[src/include/int_issue_defines.svh]
`ifndef INT_ISSUE_DEFINES_SVH
`define INT_ISSUE_DEFINES_SVH

// Banks, dispatch slots and issue ports are all one per ALU
`define INT_ISSUE_ALU_NUM 2

// Total entries, split evenly over the banks
`define INT_ISSUE_SIZE 8

`define INT_ISSUE_WB_NUM 2

`define INT_ISSUE_PREG_WIDTH 6

`define INT_ISSUE_XLEN 32

`endif

[src/hdl/int_issue_pkg.sv]
`default_nettype none

`include "int_issue_defines.svh"

package int_issue_pkg;

    typedef logic [`INT_ISSUE_PREG_WIDTH-1:0] preg_t;

    typedef struct packed {
        preg_t rs1;
        preg_t rs2;
        logic  rs1_v;
        logic  rs2_v;
    } issue_status_t;

    typedef enum logic [2:0] {ADD, SUB, AND, OR, XOR, SLT, SLL, SRL} alu_op_e;

    typedef enum logic [2:0] {NONE_BR, BEQ, BNE, BLT, BGE, JAL, JALR} branch_op_e;

    typedef struct packed {
        logic [4:0]  rsvd;
        alu_op_e     alu_op;
        logic [11:0] imm;
    } alu_view_t;

    typedef struct packed {
        logic [4:0]  rsvd;
        branch_op_e  branch_op;
        logic [11:0] offset;
    } branch_view_t;

    // The same 20 bits read as an ALU op or a branch op, chosen by is_branch
    typedef union packed {
        alu_view_t    alu;
        branch_view_t branch;
    } uop_payload_u;

    typedef struct packed {
        preg_t        rd;
        logic [4:0]   arch_rd;
        logic [4:0]   arch_rs1;
        logic         is_branch;
        uop_payload_u payload;
    } int_uop_t;

    typedef enum logic [1:0] {CONDITION, DIRECT, INDIRECT, CALL} br_type_e;

    typedef enum logic [1:0] {RAS_NONE, RAS_POP, RAS_PUSH, RAS_POP_PUSH} ras_type_e;

endpackage

`default_nettype wire

[src/hdl/int_issue_bank.sv]
`timescale 1ns/100ps
`default_nettype none

`include "int_issue_defines.svh"

module int_issue_bank
    import int_issue_pkg::*;
#(
    parameter int DEPTH = 4
) (
    input  wire logic                                    clk,
    input  wire logic                                    rst_i,
    input  wire logic                                    en_i,
    input  wire issue_status_t                           status_i,
    input  wire int_uop_t                                uop_i,
    input  wire logic [`INT_ISSUE_WB_NUM-1:0]            wb_en_i,
    input  wire preg_t [`INT_ISSUE_WB_NUM-1:0]           wb_rd_i,
    output logic                                         full_o,
    output logic [$clog2(DEPTH):0]                       count_o,
    output logic                                         sel_valid_o,
    output issue_status_t                                sel_status_o,
    output int_uop_t                                     sel_uop_o
);

    localparam int IDX_W = (DEPTH > 1) ? $clog2(DEPTH) : 1;
    localparam int CNT_W = $clog2(DEPTH) + 1;

    logic [DEPTH-1:0] valid_q;
    issue_status_t    status_q [DEPTH];
    int_uop_t         uop_q [DEPTH];

    logic [DEPTH-1:0] ready;
    logic [DEPTH-1:0] rs1_hit;
    logic [DEPTH-1:0] rs2_hit;
    logic             in_rs1_hit;
    logic             in_rs2_hit;
    issue_status_t    status_in;
    logic [IDX_W-1:0] free_idx;
    logic [IDX_W-1:0] sel_idx;
    logic             alloc;

    // Tag compare against every writeback port, for stored entries and the incoming one
    always_comb begin
        rs1_hit    = '0;
        rs2_hit    = '0;
        in_rs1_hit = 1'b0;
        in_rs2_hit = 1'b0;
        for (int w = 0; w < `INT_ISSUE_WB_NUM; w++) begin
            if (wb_en_i[w]) begin
                for (int i = 0; i < DEPTH; i++) begin
                    if (wb_rd_i[w] == status_q[i].rs1) rs1_hit[i] = 1'b1;
                    if (wb_rd_i[w] == status_q[i].rs2) rs2_hit[i] = 1'b1;
                end
                if (wb_rd_i[w] == status_i.rs1) in_rs1_hit = 1'b1;
                if (wb_rd_i[w] == status_i.rs2) in_rs2_hit = 1'b1;
            end
        end
    end

    always_comb begin
        status_in       = status_i;
        status_in.rs1_v = status_i.rs1_v | in_rs1_hit;
        status_in.rs2_v = status_i.rs2_v | in_rs2_hit;
    end

    always_comb begin
        for (int i = 0; i < DEPTH; i++) begin
            ready[i] = valid_q[i] & status_q[i].rs1_v & status_q[i].rs2_v;
        end
    end

    // Downward scans, so the lowest index is the one that sticks
    always_comb begin
        free_idx = '0;
        sel_idx  = '0;
        for (int i = DEPTH - 1; i >= 0; i--) begin
            if (!valid_q[i]) free_idx = IDX_W'(i);
            if (ready[i]) sel_idx = IDX_W'(i);
        end
    end

    always_comb begin
        count_o = '0;
        for (int i = 0; i < DEPTH; i++) begin
            count_o = count_o + CNT_W'(valid_q[i]);
        end
    end

    assign full_o       = &valid_q;
    assign alloc        = en_i & ~full_o;
    assign sel_valid_o  = |ready;
    assign sel_status_o = status_q[sel_idx];
    assign sel_uop_o    = uop_q[sel_idx];

    always_ff @(posedge clk) begin
        if (rst_i) begin
            valid_q <= '0;
        end else begin
            for (int i = 0; i < DEPTH; i++) begin
                if (sel_valid_o && sel_idx == IDX_W'(i)) valid_q[i] <= 1'b0;
                if (alloc && free_idx == IDX_W'(i)) valid_q[i] <= 1'b1;
            end
        end
    end

    always_ff @(posedge clk) begin
        for (int i = 0; i < DEPTH; i++) begin
            if (rs1_hit[i]) status_q[i].rs1_v <= 1'b1;
            if (rs2_hit[i]) status_q[i].rs2_v <= 1'b1;
        end
        if (alloc) begin
            status_q[free_idx] <= status_in; // Overrides any wakeup on the free slot
            uop_q[free_idx]    <= uop_i;
        end
    end

endmodule

`default_nettype wire

[src/hdl/bank_order_sort.sv]
`timescale 1ns/100ps
`default_nettype none

module bank_order_sort #(
    parameter int NUM       = 2,
    parameter int CNT_WIDTH = 3
) (
    input  wire logic                                          clk,
    input  wire logic                                          rst_i,
    input  wire logic [NUM-1:0][CNT_WIDTH-1:0]                 count_i,
    output logic [NUM-1:0][((NUM > 1) ? $clog2(NUM) : 1)-1:0]  order_o
);

    localparam int IDX_W = (NUM > 1) ? $clog2(NUM) : 1;

    logic [IDX_W-1:0]            rank [NUM];
    logic [NUM-1:0][IDX_W-1:0]   order_d;

    // Rank of a bank is the number of banks that sort ahead of it
    always_comb begin
        for (int i = 0; i < NUM; i++) begin
            rank[i] = '0;
            for (int j = 0; j < NUM; j++) begin
                if (count_i[j] < count_i[i] || (count_i[j] == count_i[i] && j < i)) begin
                    rank[i] = rank[i] + 1'b1;
                end
            end
        end
    end

    always_comb begin
        order_d = '0;
        for (int i = 0; i < NUM; i++) begin
            order_d[rank[i]] = IDX_W'(i);
        end
    end

    always_ff @(posedge clk) begin
        if (rst_i) begin
            for (int i = 0; i < NUM; i++) begin
                order_o[i] <= IDX_W'(i);
            end
        end else begin
            order_o <= order_d;
        end
    end

endmodule

`default_nettype wire

[src/hdl/branch_classifier.sv]
`timescale 1ns/100ps
`default_nettype none

module branch_classifier
    import int_issue_pkg::*;
(
    input  wire int_uop_t uop_i,
    output br_type_e      br_type_o,
    output ras_type_e     ras_type_o
);

    logic       push;
    logic       pop;
    logic       is_jalr;
    branch_op_e op;

    assign op      = uop_i.payload.branch.branch_op;
    assign is_jalr = uop_i.is_branch && op == JALR;

    // x1 and x5 are the link registers
    assign push = uop_i.is_branch && (uop_i.arch_rd == 5'd1 || uop_i.arch_rd == 5'd5);
    assign pop  = is_jalr && (uop_i.arch_rs1 == 5'd1 || uop_i.arch_rs1 == 5'd5);

    always_comb begin
        case ({push, pop})
            2'b01:   ras_type_o = RAS_POP;
            2'b10:   ras_type_o = RAS_PUSH;
            2'b11:   ras_type_o = RAS_POP_PUSH;
            default: ras_type_o = RAS_NONE;
        endcase
    end

    always_comb begin
        if (uop_i.is_branch && op == JAL) begin
            br_type_o = DIRECT;
        end else if (is_jalr) begin
            br_type_o = (push || pop) ? CALL : INDIRECT;
        end else begin
            br_type_o = CONDITION; // Also the value for ALU ops, which nobody looks at
        end
    end

endmodule

`default_nettype wire

[src/hdl/int_issue_queue.sv]
`timescale 1ns/100ps
`default_nettype none

`include "int_issue_defines.svh"

module int_issue_queue
    import int_issue_pkg::*;
(
    input  wire logic                                               clk,
    input  wire logic                                               rst_i,
    input  wire logic [`INT_ISSUE_ALU_NUM-1:0]                      dis_en_i,
    input  wire issue_status_t [`INT_ISSUE_ALU_NUM-1:0]             dis_status_i,
    input  wire int_uop_t [`INT_ISSUE_ALU_NUM-1:0]                  dis_uop_i,
    output logic                                                    dis_full_o,
    input  wire logic [`INT_ISSUE_WB_NUM-1:0]                       wb_en_i,
    input  wire preg_t [`INT_ISSUE_WB_NUM-1:0]                      wb_rd_i,
    output preg_t [`INT_ISSUE_ALU_NUM-1:0]                          rf_rs1_o,
    output preg_t [`INT_ISSUE_ALU_NUM-1:0]                          rf_rs2_o,
    input  wire logic [`INT_ISSUE_ALU_NUM-1:0][`INT_ISSUE_XLEN-1:0] rf_rs1_data_i,
    input  wire logic [`INT_ISSUE_ALU_NUM-1:0][`INT_ISSUE_XLEN-1:0] rf_rs2_data_i,
    output logic [`INT_ISSUE_ALU_NUM-1:0]                           issue_valid_o,
    output int_uop_t [`INT_ISSUE_ALU_NUM-1:0]                       issue_uop_o,
    output logic [`INT_ISSUE_ALU_NUM-1:0][`INT_ISSUE_XLEN-1:0]      issue_rs1_data_o,
    output logic [`INT_ISSUE_ALU_NUM-1:0][`INT_ISSUE_XLEN-1:0]      issue_rs2_data_o,
    output br_type_e [`INT_ISSUE_ALU_NUM-1:0]                       issue_br_type_o,
    output ras_type_e [`INT_ISSUE_ALU_NUM-1:0]                      issue_ras_type_o
);

    localparam int BANK_NUM   = `INT_ISSUE_ALU_NUM;
    localparam int BANK_DEPTH = `INT_ISSUE_SIZE / `INT_ISSUE_ALU_NUM;
    localparam int CNT_W      = $clog2(BANK_DEPTH) + 1;
    localparam int ORD_W      = (BANK_NUM > 1) ? $clog2(BANK_NUM) : 1;

    logic [BANK_NUM-1:0][ORD_W-1:0] order;
    logic [BANK_NUM-1:0][CNT_W-1:0] bank_count;
    logic [BANK_NUM-1:0]            bank_full;
    logic [BANK_NUM-1:0]            bank_en;
    issue_status_t [BANK_NUM-1:0]   bank_status;
    int_uop_t [BANK_NUM-1:0]        bank_uop;
    logic [BANK_NUM-1:0]            sel_valid;
    issue_status_t [BANK_NUM-1:0]   sel_status;
    int_uop_t [BANK_NUM-1:0]        sel_uop;
    br_type_e [BANK_NUM-1:0]        sel_br_type;
    ras_type_e [BANK_NUM-1:0]       sel_ras_type;

    // Any enabled slot aimed at a full bank stalls the whole dispatch group
    always_comb begin
        dis_full_o = 1'b0;
        for (int k = 0; k < BANK_NUM; k++) begin
            if (dis_en_i[k] && bank_full[order[k]]) dis_full_o = 1'b1;
        end
    end

    // Slot k lands in the bank at position k of the order
    always_comb begin
        bank_en     = '0;
        bank_status = '0;
        bank_uop    = '0;
        for (int k = 0; k < BANK_NUM; k++) begin
            bank_en[order[k]]     = dis_en_i[k] & ~dis_full_o;
            bank_status[order[k]] = dis_status_i[k];
            bank_uop[order[k]]    = dis_uop_i[k];
        end
    end

    for (genvar b = 0; b < BANK_NUM; b++) begin : g_bank
        int_issue_bank #(
            .DEPTH (BANK_DEPTH)
        ) u_bank (
            .clk          (clk),
            .rst_i        (rst_i),
            .en_i         (bank_en[b]),
            .status_i     (bank_status[b]),
            .uop_i        (bank_uop[b]),
            .wb_en_i      (wb_en_i),
            .wb_rd_i      (wb_rd_i),
            .full_o       (bank_full[b]),
            .count_o      (bank_count[b]),
            .sel_valid_o  (sel_valid[b]),
            .sel_status_o (sel_status[b]),
            .sel_uop_o    (sel_uop[b])
        );

        branch_classifier u_classifier (
            .uop_i      (sel_uop[b]),
            .br_type_o  (sel_br_type[b]),
            .ras_type_o (sel_ras_type[b])
        );

        assign rf_rs1_o[b] = sel_status[b].rs1;
        assign rf_rs2_o[b] = sel_status[b].rs2;
    end

    bank_order_sort #(
        .NUM       (BANK_NUM),
        .CNT_WIDTH (CNT_W)
    ) u_order_sort (
        .clk     (clk),
        .rst_i   (rst_i),
        .count_i (bank_count),
        .order_o (order)
    );

    always_ff @(posedge clk) begin
        if (rst_i) begin
            issue_valid_o <= '0;
        end else begin
            issue_valid_o <= sel_valid;
        end
    end

    // Bank b always feeds ALU b
    always_ff @(posedge clk) begin
        for (int b = 0; b < BANK_NUM; b++) begin
            if (sel_valid[b]) begin
                issue_uop_o[b]      <= sel_uop[b];
                issue_rs1_data_o[b] <= rf_rs1_data_i[b];
                issue_rs2_data_o[b] <= rf_rs2_data_i[b];
                issue_br_type_o[b]  <= sel_br_type[b];
                issue_ras_type_o[b] <= sel_ras_type[b];
            end
        end
    end

endmodule

`default_nettype wire

[config.mk]
export PLATFORM = sky130hd
export DESIGN_NAME = int_issue_queue
export DESIGN_NICKNAME = d
export VERILOG_FILES = /design/src/hdl/int_issue_pkg.sv /design/src/hdl/int_issue_bank.sv /design/src/hdl/bank_order_sort.sv /design/src/hdl/branch_classifier.sv /design/src/hdl/int_issue_queue.sv
export VERILOG_INCLUDE_DIRS = /design/src /design/src/include
export SDC_FILE = /design/constraint.sdc
export NUM_CORES = 1
export LEC_CHECK = 0
export BUFFER_PORTS_ARGS = -buffer_cell sky130_fd_sc_hd__buf_2
export CORE_UTILIZATION = 55
export DETAILED_ROUTE_END_ITERATION = 10
export PLACE_DENSITY = 0.84
export SYNTH_ARGS = -nofsm -noshare
export SYNTH_HDL_FRONTEND = slang
export SYNTH_HIERARCHICAL = 1
export SYNTH_SLANG_ARGS = --single-unit
[constraint.sdc]
create_clock -name clk -period 10.7 [get_ports clk]
set_input_delay 0.535 -clock clk [delete_from_list [all_inputs] [get_ports clk]]
set_output_delay 0.535 -clock clk [all_outputs]
set_load 0.01 [all_outputs]
; ---- Word level (Yosys, flattened, before mapping)
; Memory sizes are Yosys's and may differ from the RTL's.
; Cells that the tools add are included.
; W data, S select, Z words.
[classes]
add_sub_neg = 7
magnitude_cmp = 8
n_eq_ne = 71
n_mux = 155
bitwise_logic = 32
reduce_logical = 54
[ops]
columns = op, n
row1 = $eq A6 B6 Y1, 40
row2 = $mux W1, 115
row3 = $and A74 B74 Y74, 1
row4 = $bwmux W74, 1
row5 = $demux W37 S1, 2
row6 = $mux W37, 2
row7 = $mux W2, 16
row8 = $mux W4, 8
row9 = $logic_and A1 B1 Y1, 29
row10 = $and A28 B28 Y28, 1
row11 = $bwmux W28, 1
row12 = $demux W14 S1, 2
row13 = $mux W14, 2
row14 = $eq A2 B2 Y1 const B, 12
row15 = $and A1 B1 Y1, 20
row16 = $eq A5 B1 Y1 const B, 4
row17 = $eq A5 B3 Y1 const B, 4
row18 = $reduce_bool A2 Y1, 8
row19 = $add A3 B1 Y3, 4
row20 = $eq A2 B1 Y1 const B, 6
row21 = $eq A3 B3 Y1 const B, 4
row22 = $pmux W2 S3, 2
row23 = $logic_not A2 Y1, 4
row24 = $reduce_and A4 Y1, 2
row25 = other kinds (14), 37
[totals]
register_bits = 222
ram_bits = 408
input_bits = 248
output_inout_bits = 237
wordCells = 362
memories = 4
[mem_list]
columns = name, words, word_bits, rd, rd_ports_with_merged_regs, wr, line
row1 = g_bank[0].u_bank.uop_q, 4, 37, 1, 0, 1, int_issue_bank.sv:30  ; int_uop_t uop_q [DEPTH];
row2 = g_bank[1].u_bank.uop_q, 4, 37, 1, 0, 1, int_issue_bank.sv:30
row3 = g_bank[0].u_bank.status_q, 4, 14, 5, 0, 5, int_issue_bank.sv:29  ; issue_status_t status_q [DEPTH];
row4 = g_bank[1].u_bank.status_q, 4, 14, 5, 0, 5, int_issue_bank.sv:29

; ---- Depth between registers and ports, before layout
; Gate-level depths: netlist of run 1.
; An unclocked memory read counts as a cell.
[logic_depth]
word_depth = 14
depth_mapped = 10

; ---- Hierarchy
; Netlist of run 1, hierarchy kept.
[modules_own_cells]
columns = module, n_inst, cells_per_inst, area_each_um2, seq_area_each_um2
row1 = int_issue_bank (g_bank[1].u_bank), 1, 615, 8958.6, 6125.9
row2 = int_issue_bank (g_bank[0].u_bank), 1, 615, 8954.8, 6125.9
row3 = int_issue_queue, 1, 459, 7682.4, 6346.1
row4 = branch_classifier, 2, 12, 78.8, 0.0
row5 = bank_order_sort, 1, 13, 128.9, 40.0

; ---- Worst setup path after synthesis of run 1
; OpenSTA, ideal clock, no wires.
[synth_timing]
path_type = register to register
from = reg g_bank[1].u_bank.valid_q[0]
to = mem g_bank[0].u_bank/status_q[0][10] (netlist name) (enable)
setup_time_ns = 0.539
arrival_ns = 5.137
required_ns = 10.161
slack_ns = 5.024
path_stages_with_launch = 6
period_less_slack_ns = 5.676
cell_sequence = dfxtp_1 ha_1 and3_1 a21o_1 a221oi_1 nor3b_1
[synth_lines]
columns = element, line
row1 = "start, declared", int_issue_bank.sv:28  ; logic [DEPTH-1:0] valid_q;
row2 = "start signal, assigned", int_issue_bank.sv:97  ; valid_q <= '0;
row3 = "start signal, assigned by index", int_issue_bank.sv:100  ; if (sel_valid_o && sel_idx == IDX_W'(i)) valid_q[i] <= 1'b0;
row4 = "start signal, assigned by index", int_issue_bank.sv:101  ; if (alloc && free_idx == IDX_W'(i)) valid_q[i] <= 1'b1;
row5 = "end, declared", int_issue_bank.sv:29

==> out/qor.txt, run 1 <==
run status -> completed
min-delay worst type -> in -> reg
die extent in x -> 219 um
Setup Buffers After CTS -> 0
Peak supply drop -> 179 uV
combinational share of power -> 20.8%
critical path class -> reg -> reg
clock tree buffer depth -> 3
Num CTS Buffers -> 61
Vias/cell -> 6.20
io pins -> 485
clock-pin slew on the worst setup and hold paths -> 60 ps
Pwr Density -> 231 nW/um^2
CTS resizes -> 0
critical path's top delay family -> simple AND/OR/NAND/NOR gates
RSZ-0062 raised after global routing -> false
area of the mapped netlist -> 25900 um^2
Reg power frac -> 49.1%
number of H-tree levels -> 2
DR vias -> 17700
largest net degree at the start of global routing -> 83
Initial DRC Count -> 2225
part of the cycle the worst path needs -> 35.9%
latest clock arrival within the worst-skew pair -> 640 ps
synthesized instance count -> 1722
CP max stage delay -> 670 ps
DR pass1 iterations -> 6
Critical Path Fanout Max -> 82
Internal -> 0.00503 W
Psw -> 0.00211 W
worst path bufs/invs -> 2
Slew Limit Fails -> 0
Final nets -> 2451
final WL -> 74.2 mm
Seq. cell area -> 18600 um^2
Switching Share -> 29.6%
Total GRT Usage -> 30.2%
antenna violations before repair -> 5
row count -> 79
non-filler cells in the finished layout -> 2855
final hold violations -> 0
global route overflow -> 0
gpl congestion -> 0.985
FMAX -> 261 MHz
antenna viol nets, final -> 0
Worst Path Arrival -> 4320 ps
Setup TNS -> 0 ps
Initial Util -> 55.7%
leakage -> 11.1 nW
vias in the first global route -> 17400
worst-margin pin slew -> 1020 ps
hold_buf cts -> 0
Worst slew margin -> 31.7%
routed wire length per instance -> 26.0 um
Critical Path RT -> 11180 ps
HPWL Detailed -> 49.1 mm
Layout area overhead -> 19.4%
syn nets -> 1981
clk_skew -> 29.8 ps
Die H -> 219 um
residual DRC count -> 0
Layout fillers -> 3130
final instance area -> 30900 um^2
layout cells sized above 1 -> 28.2%
die area -> 47900 um^2
# clock sinks -> 630
Slowest-stage cell, CP -> nor2b_4
first-pass GRT wire length -> 106 mm
startpoint types -> flop
cell seen most often among critical-path stages -> buf_4
core box area -> 46500 um^2
DP Area -> 28800 um^2
clock network fraction of design power -> 30.0%
# setup viols final -> 0
number of max-cap violations -> 0
Multi-input gate area -> 6550 um^2
DP Cell Count -> 2735
Setup crit end kind -> flop
port bufs -> 484
CTS tree -> done
CP Cell Sequence -> buf_4 > nor2b_4 > buf_4 > nand2_1 > o21ai_0 > xnor2_1 > nand4_1 > nor4_1 > nor3_1 > a21oi_1
CTS root buf -> clkbuf_16
min cycle time layout -> 3840 ps
Synth Area per Inst -> 15.0 um^2
synthesis warning total -> 6
## worst paths after layout
| kind | slack (ps) | cells past startpoint | startpoint | to |
|---|---|---|---|---|
| hold reg to reg | 550 | 2 | g_bank[0].u_bank/status_q[0][0] | g_bank[0].u_bank/status_q[0][0] |
| setup reg to reg | 6860 | 10 | u_order_sort/order_o[1] | g_bank[0].u_bank/status_q[0][1] |
| hold / removal | 60 | 1 | rf_rs1_data_i[22] | issue_rs1_data_o[22] |
| setup / recovery | 6860 | 10 | u_order_sort/order_o[1] | g_bank[0].u_bank/status_q[0][1] |
## layer usage
| layer | wire [um] | vias up | track usage, % |
|---|---|---|---|
| met5 | 0 | - | 0 |
| met4 | 3200 | 0 | 13.9 |
| met3 | 9070 | 236 | 7.15 |
| met2 | 36400 | 1235 | 50.5 |
| met1 | 25500 | 8649 | 37.2 |
| li1 | - | 7579 | - |
## per-stage QoR
step	setup WS [ps]	total power (W)	utilization, %	hold slack [ps]
6_report	6860	0.00714	66.4	63.6
5_1_grt	6600	0.00739	66.4	48.9
4_1_cts	6850	0.00714	66.4	44.9
3_5_place_dp	6840	0.00502	62.0	532
3_3_place_gp	6960	0.00495	62.0	511
2_1_floorplan	5020	0.00444	-	480
## power by group through the flow
stage                     Clock (W)  Combinational (W)  Sequential, W
after global placement            0            0.00142        0.00353
after global routing        0.00225            0.00160        0.00354
after detailed placement          0            0.00147        0.00355
after floorplan                   0           0.000806        0.00363
after CTS                   0.00216            0.00148        0.00350
final                       0.00215            0.00149        0.00351
## layout make-up
class	instances	area share [%]
sequential	630	60.4
multi-input combinational	920	21.2
timing repair buffer	511	8.52
clock buffer	74	5.20
tap	607	2.46
clock inverter	40	1.33
inverter	68	0.827
antenna	5	0.0405
## registers in the layout, summed over array words and instances (netlist names), 4 cells and up
signal                  count
g_bank.u_bank/status_q    112
g_bank.u_bank/uop_q       296
g_bank.u_bank/valid_q       8
issue_br_type_o             4
issue_ras_type_o            4
issue_rs1_data_o           64
issue_rs2_data_o           64
issue_uop_o                74
## placed cells by master (no fill, tap or decap), types with 5 or more instances in the layout
master	n
diode_2	5
edfxtp_1	602
nand3_1	13
nand4_1	42
o21ai_0	140
nand2_1	63
inv_1	66
buf_4	26
clkinv_1	10
clkinv_2	14
nor3_2	6
ha_1	9
a22o_1	51
o21ai_1	9
bufinv_16	6
xor2_1	120
clkinvlp_4	5
a21oi_1	25
buf_2	484
clkbuf_1	11
dfxtp_1	27
nor2_1	14
nor4_1	55
nor3_1	8
clkbuf_16	62
nand2b_1	5
xnor2_1	120
a22oi_1	196
Note: power is estimated with default switching activity, not from simulation.
==> inputs of run 2 (changes only) <==
- ABC_AREA: not set -> 1
- CORE_UTILIZATION: 55 -> 51
- PLACE_DENSITY: 0.84 -> 0.82
- clock period: 10.7 -> 3.25 ns (I/O delays scaled with it)
==> run 2 against run 1 <==
Net effect: count of clock-buffer cells in the layout did not move; routed wire length rose by 28%; final cell count is 39% higher; first-iteration DRC count up 51%; clock skew is 9.1 ps lower; worst hold slack worse by 39 ps; largest power group unchanged; cell area increased by 11%; combinational power increased to 3.5 times the previous value; worst setup slack got worse by 6600 ps; non-clock buffer count is 167 higher; largest cell class unchanged; critical path type is now reg -> out.
==> out/qor.txt, run 2 <==
hold_buf cts -> 133 (+133)
latest clock arrival within the worst-skew pair -> 640 ps (about the same)
row count -> 85 (+7.6%)
commonest cells after routing, fill and taps aside -> nand2_1, edfxtp_1, buf_2
DR pass1 iterations -> 7 (+1)
io pins -> 485 (unchanged)
Critical Path RT -> 3090 ps (-8090 ps)
number of max-cap violations -> 0 (unchanged)
Worst Path Arrival -> 2850 ps (-1470 ps)
worst path bufs/invs -> 3 (+1)
global route overflow -> 0 (unchanged)
Hold WS -> 24.3 ps (-39.4 ps)
Die H -> 235 um (+7.5%)
Worst slew margin -> 38.7% (+7.0 points)
layout cells sized above 1 -> 21.5% (-6.8 points)
CTS tree -> done
Layout area overhead -> 23.9%
vias in the first global route -> 22000 (+27%)
antenna violations before repair -> 9 (+4)
startpoint types -> flop
CTS resizes -> 0 (unchanged)
final WL -> 94.9 mm (+28%)
highest metal used -> met4
non-filler cells in the finished layout -> 3964 (+39%)
register with the highest flop count -> g_bank.u_bank/uop_q
CP max stage delay -> 500 ps (-170 ps)
commonest non-fill, non-tap cell in the layout -> nand2_1
min-delay worst type -> in -> reg
FMAX -> 332 MHz
run status -> completed
DP Area -> 31000 um^2 (+7.7%)
final hold violations -> 0 (unchanged)
part of the cycle the worst path needs -> 92.7%
routed wire length per instance -> 23.9 um (-7.9%)
Initial Util -> 51.5% (-4.1 points)
RSZ-0062 raised after global routing -> false
leakage -> 14.5 nW (+30%)
Pwr Density -> 686 nW/um^2 (+200%)
Top Registers -> g_bank.u_bank/uop_q: 296 flops, g_bank.u_bank/status_q: 112 flops, issue_uop_o: 74 flops
die area -> 55300 um^2 (+16%)
worst-margin pin slew -> 918 ps (-107 ps)
Slowest-stage cell, CP -> nor2_4
residual DRC count -> 0 (unchanged)
Synth Area per Inst -> 10.8 um^2 (-28%)
Setup TNS -> 0 ps (unchanged)
Initial DRC Count -> 3353 (+51%)
antenna viol nets, final -> 0 (unchanged)
met3 wire length -> 12.8 mm (+41%)
# setup viols final -> 0 (unchanged)
Total GRT Usage -> 33.7% (+3.5 points)
min cycle time layout -> 3010 ps
clock-pin slew on the worst setup and hold paths -> 60 ps (about the same)
critical path class -> reg -> out
WL met2 -> 43.7 mm (+20%)
Slew Limit Fails -> 0 (unchanged)
die extent in x -> 235 um (+7.5%)
synthesized instance count -> 2576 (+50%)
met1 WL -> 32.5 mm (+27%)
critical path's top delay family -> simple AND/OR/NAND/NOR gates
Seq. cell area -> 18600 um^2 (about the same)
clk_skew -> 20.7 ps (-9.09 ps)
CTS root buf -> clkbuf_16
Vias/cell -> 5.81 (-6.3%)
port bufs -> 484 (unchanged)
Num CTS Buffers -> 61 (unchanged)
DP Cell Count -> 3710 (+36%)
core box area -> 53800 um^2 (+16%)
max FFs per register -> 296 (unchanged)
syn nets -> 2835 (+43%)
Final nets -> 3469 (+42%)
area of the mapped netlist -> 27700 um^2 (+7.3%)
first-pass GRT wire length -> 138 mm (+30%)
HPWL Detailed -> 64.0 mm (+30%)
Critical Path Fanout Max -> 21 (-74%)
DR vias -> 23000 (+30%)
Setup crit end kind -> output pin
Layout fillers -> 4111 (+31%)
final instance area -> 34400 um^2 (+11%)
# clock sinks -> 630 (unchanged)
Multi-input gate area -> 7210 um^2 (+10%)
synthesis warning total -> 6 (unchanged)
largest net degree at the start of global routing -> 107 (+29%)
gpl congestion -> 0.973 (-1.2%)
Setup Buffers After CTS -> 0 (unchanged)
Peak supply drop -> 432 uV (+140%)
number of H-tree levels -> 2 (unchanged)
clock tree buffer depth -> 3 (unchanged)
CP Cell Sequence -> nand3_2 > nand4_2 > inv_2 > nor2_4 > buf_4 > nand2_1 > nand3_1 > buf_2
[run 2: stage by stage]
stage,total power [W],utilization [%],setup WS (ps)
detailed placement,0.0163,57.7,672
global route,0.0243,63.9,131
global placement,0.0161,57.7,711
floorplan,0.0141,-,144
finish,0.0236,63.9,236
CTS,0.0234,63.8,297
[run 2: layout make-up]
cell class              instances  share of cell area [%]
diodes                          6                  0.0437
clock inverters                41                    1.06
inverters                     344                    3.76
repair buffers                678                    12.7
flip-flops and latches        630                    54.2
well taps                     696                    2.53
multi-input cells            1495                    21.0
clock buffers                  74                    4.73
[run 2: power breakdown]
part | leakage [nW] | switching (W) | internal, W
Combinational | 7.74 | 0.00370 | 0.00157
Clock | 0.968 | 0.00315 | 0.00397
Sequential | 5.75 | 0.000525 | 0.0107
Total | 14.5 | 0.00737 | 0.0162
[run 2: path summary, 6_finish.rpt]
kind	start	end	slack [ps]	depth (start not counted)
max	g_bank[1].u_bank/valid_q[0]	rf_rs1_o[6]	240	8
min	dis_uop_i[6]	g_bank[1].u_bank/uop_q[2][6]	20	3
max reg2reg	u_order_sort/order_o[1]	g_bank[0].u_bank/uop_q[1][13]	540	10
min reg2reg	g_bank[0].u_bank/valid_q[3]	g_bank[0].u_bank/valid_q[3]	500	2
[run 2: worst min-delay path, cell delays in order]
cell and delay (ps):
buf_2 100, inv_1 80, o22ai_1 130
[run 2: per-layer routing]
metal  global-route usage (%)  vias up
met5                        0        -
met3                     7.88      342
met2                     53.5     1873
met1                     42.8    10700
li1                         -    10100
met4                     18.9        0
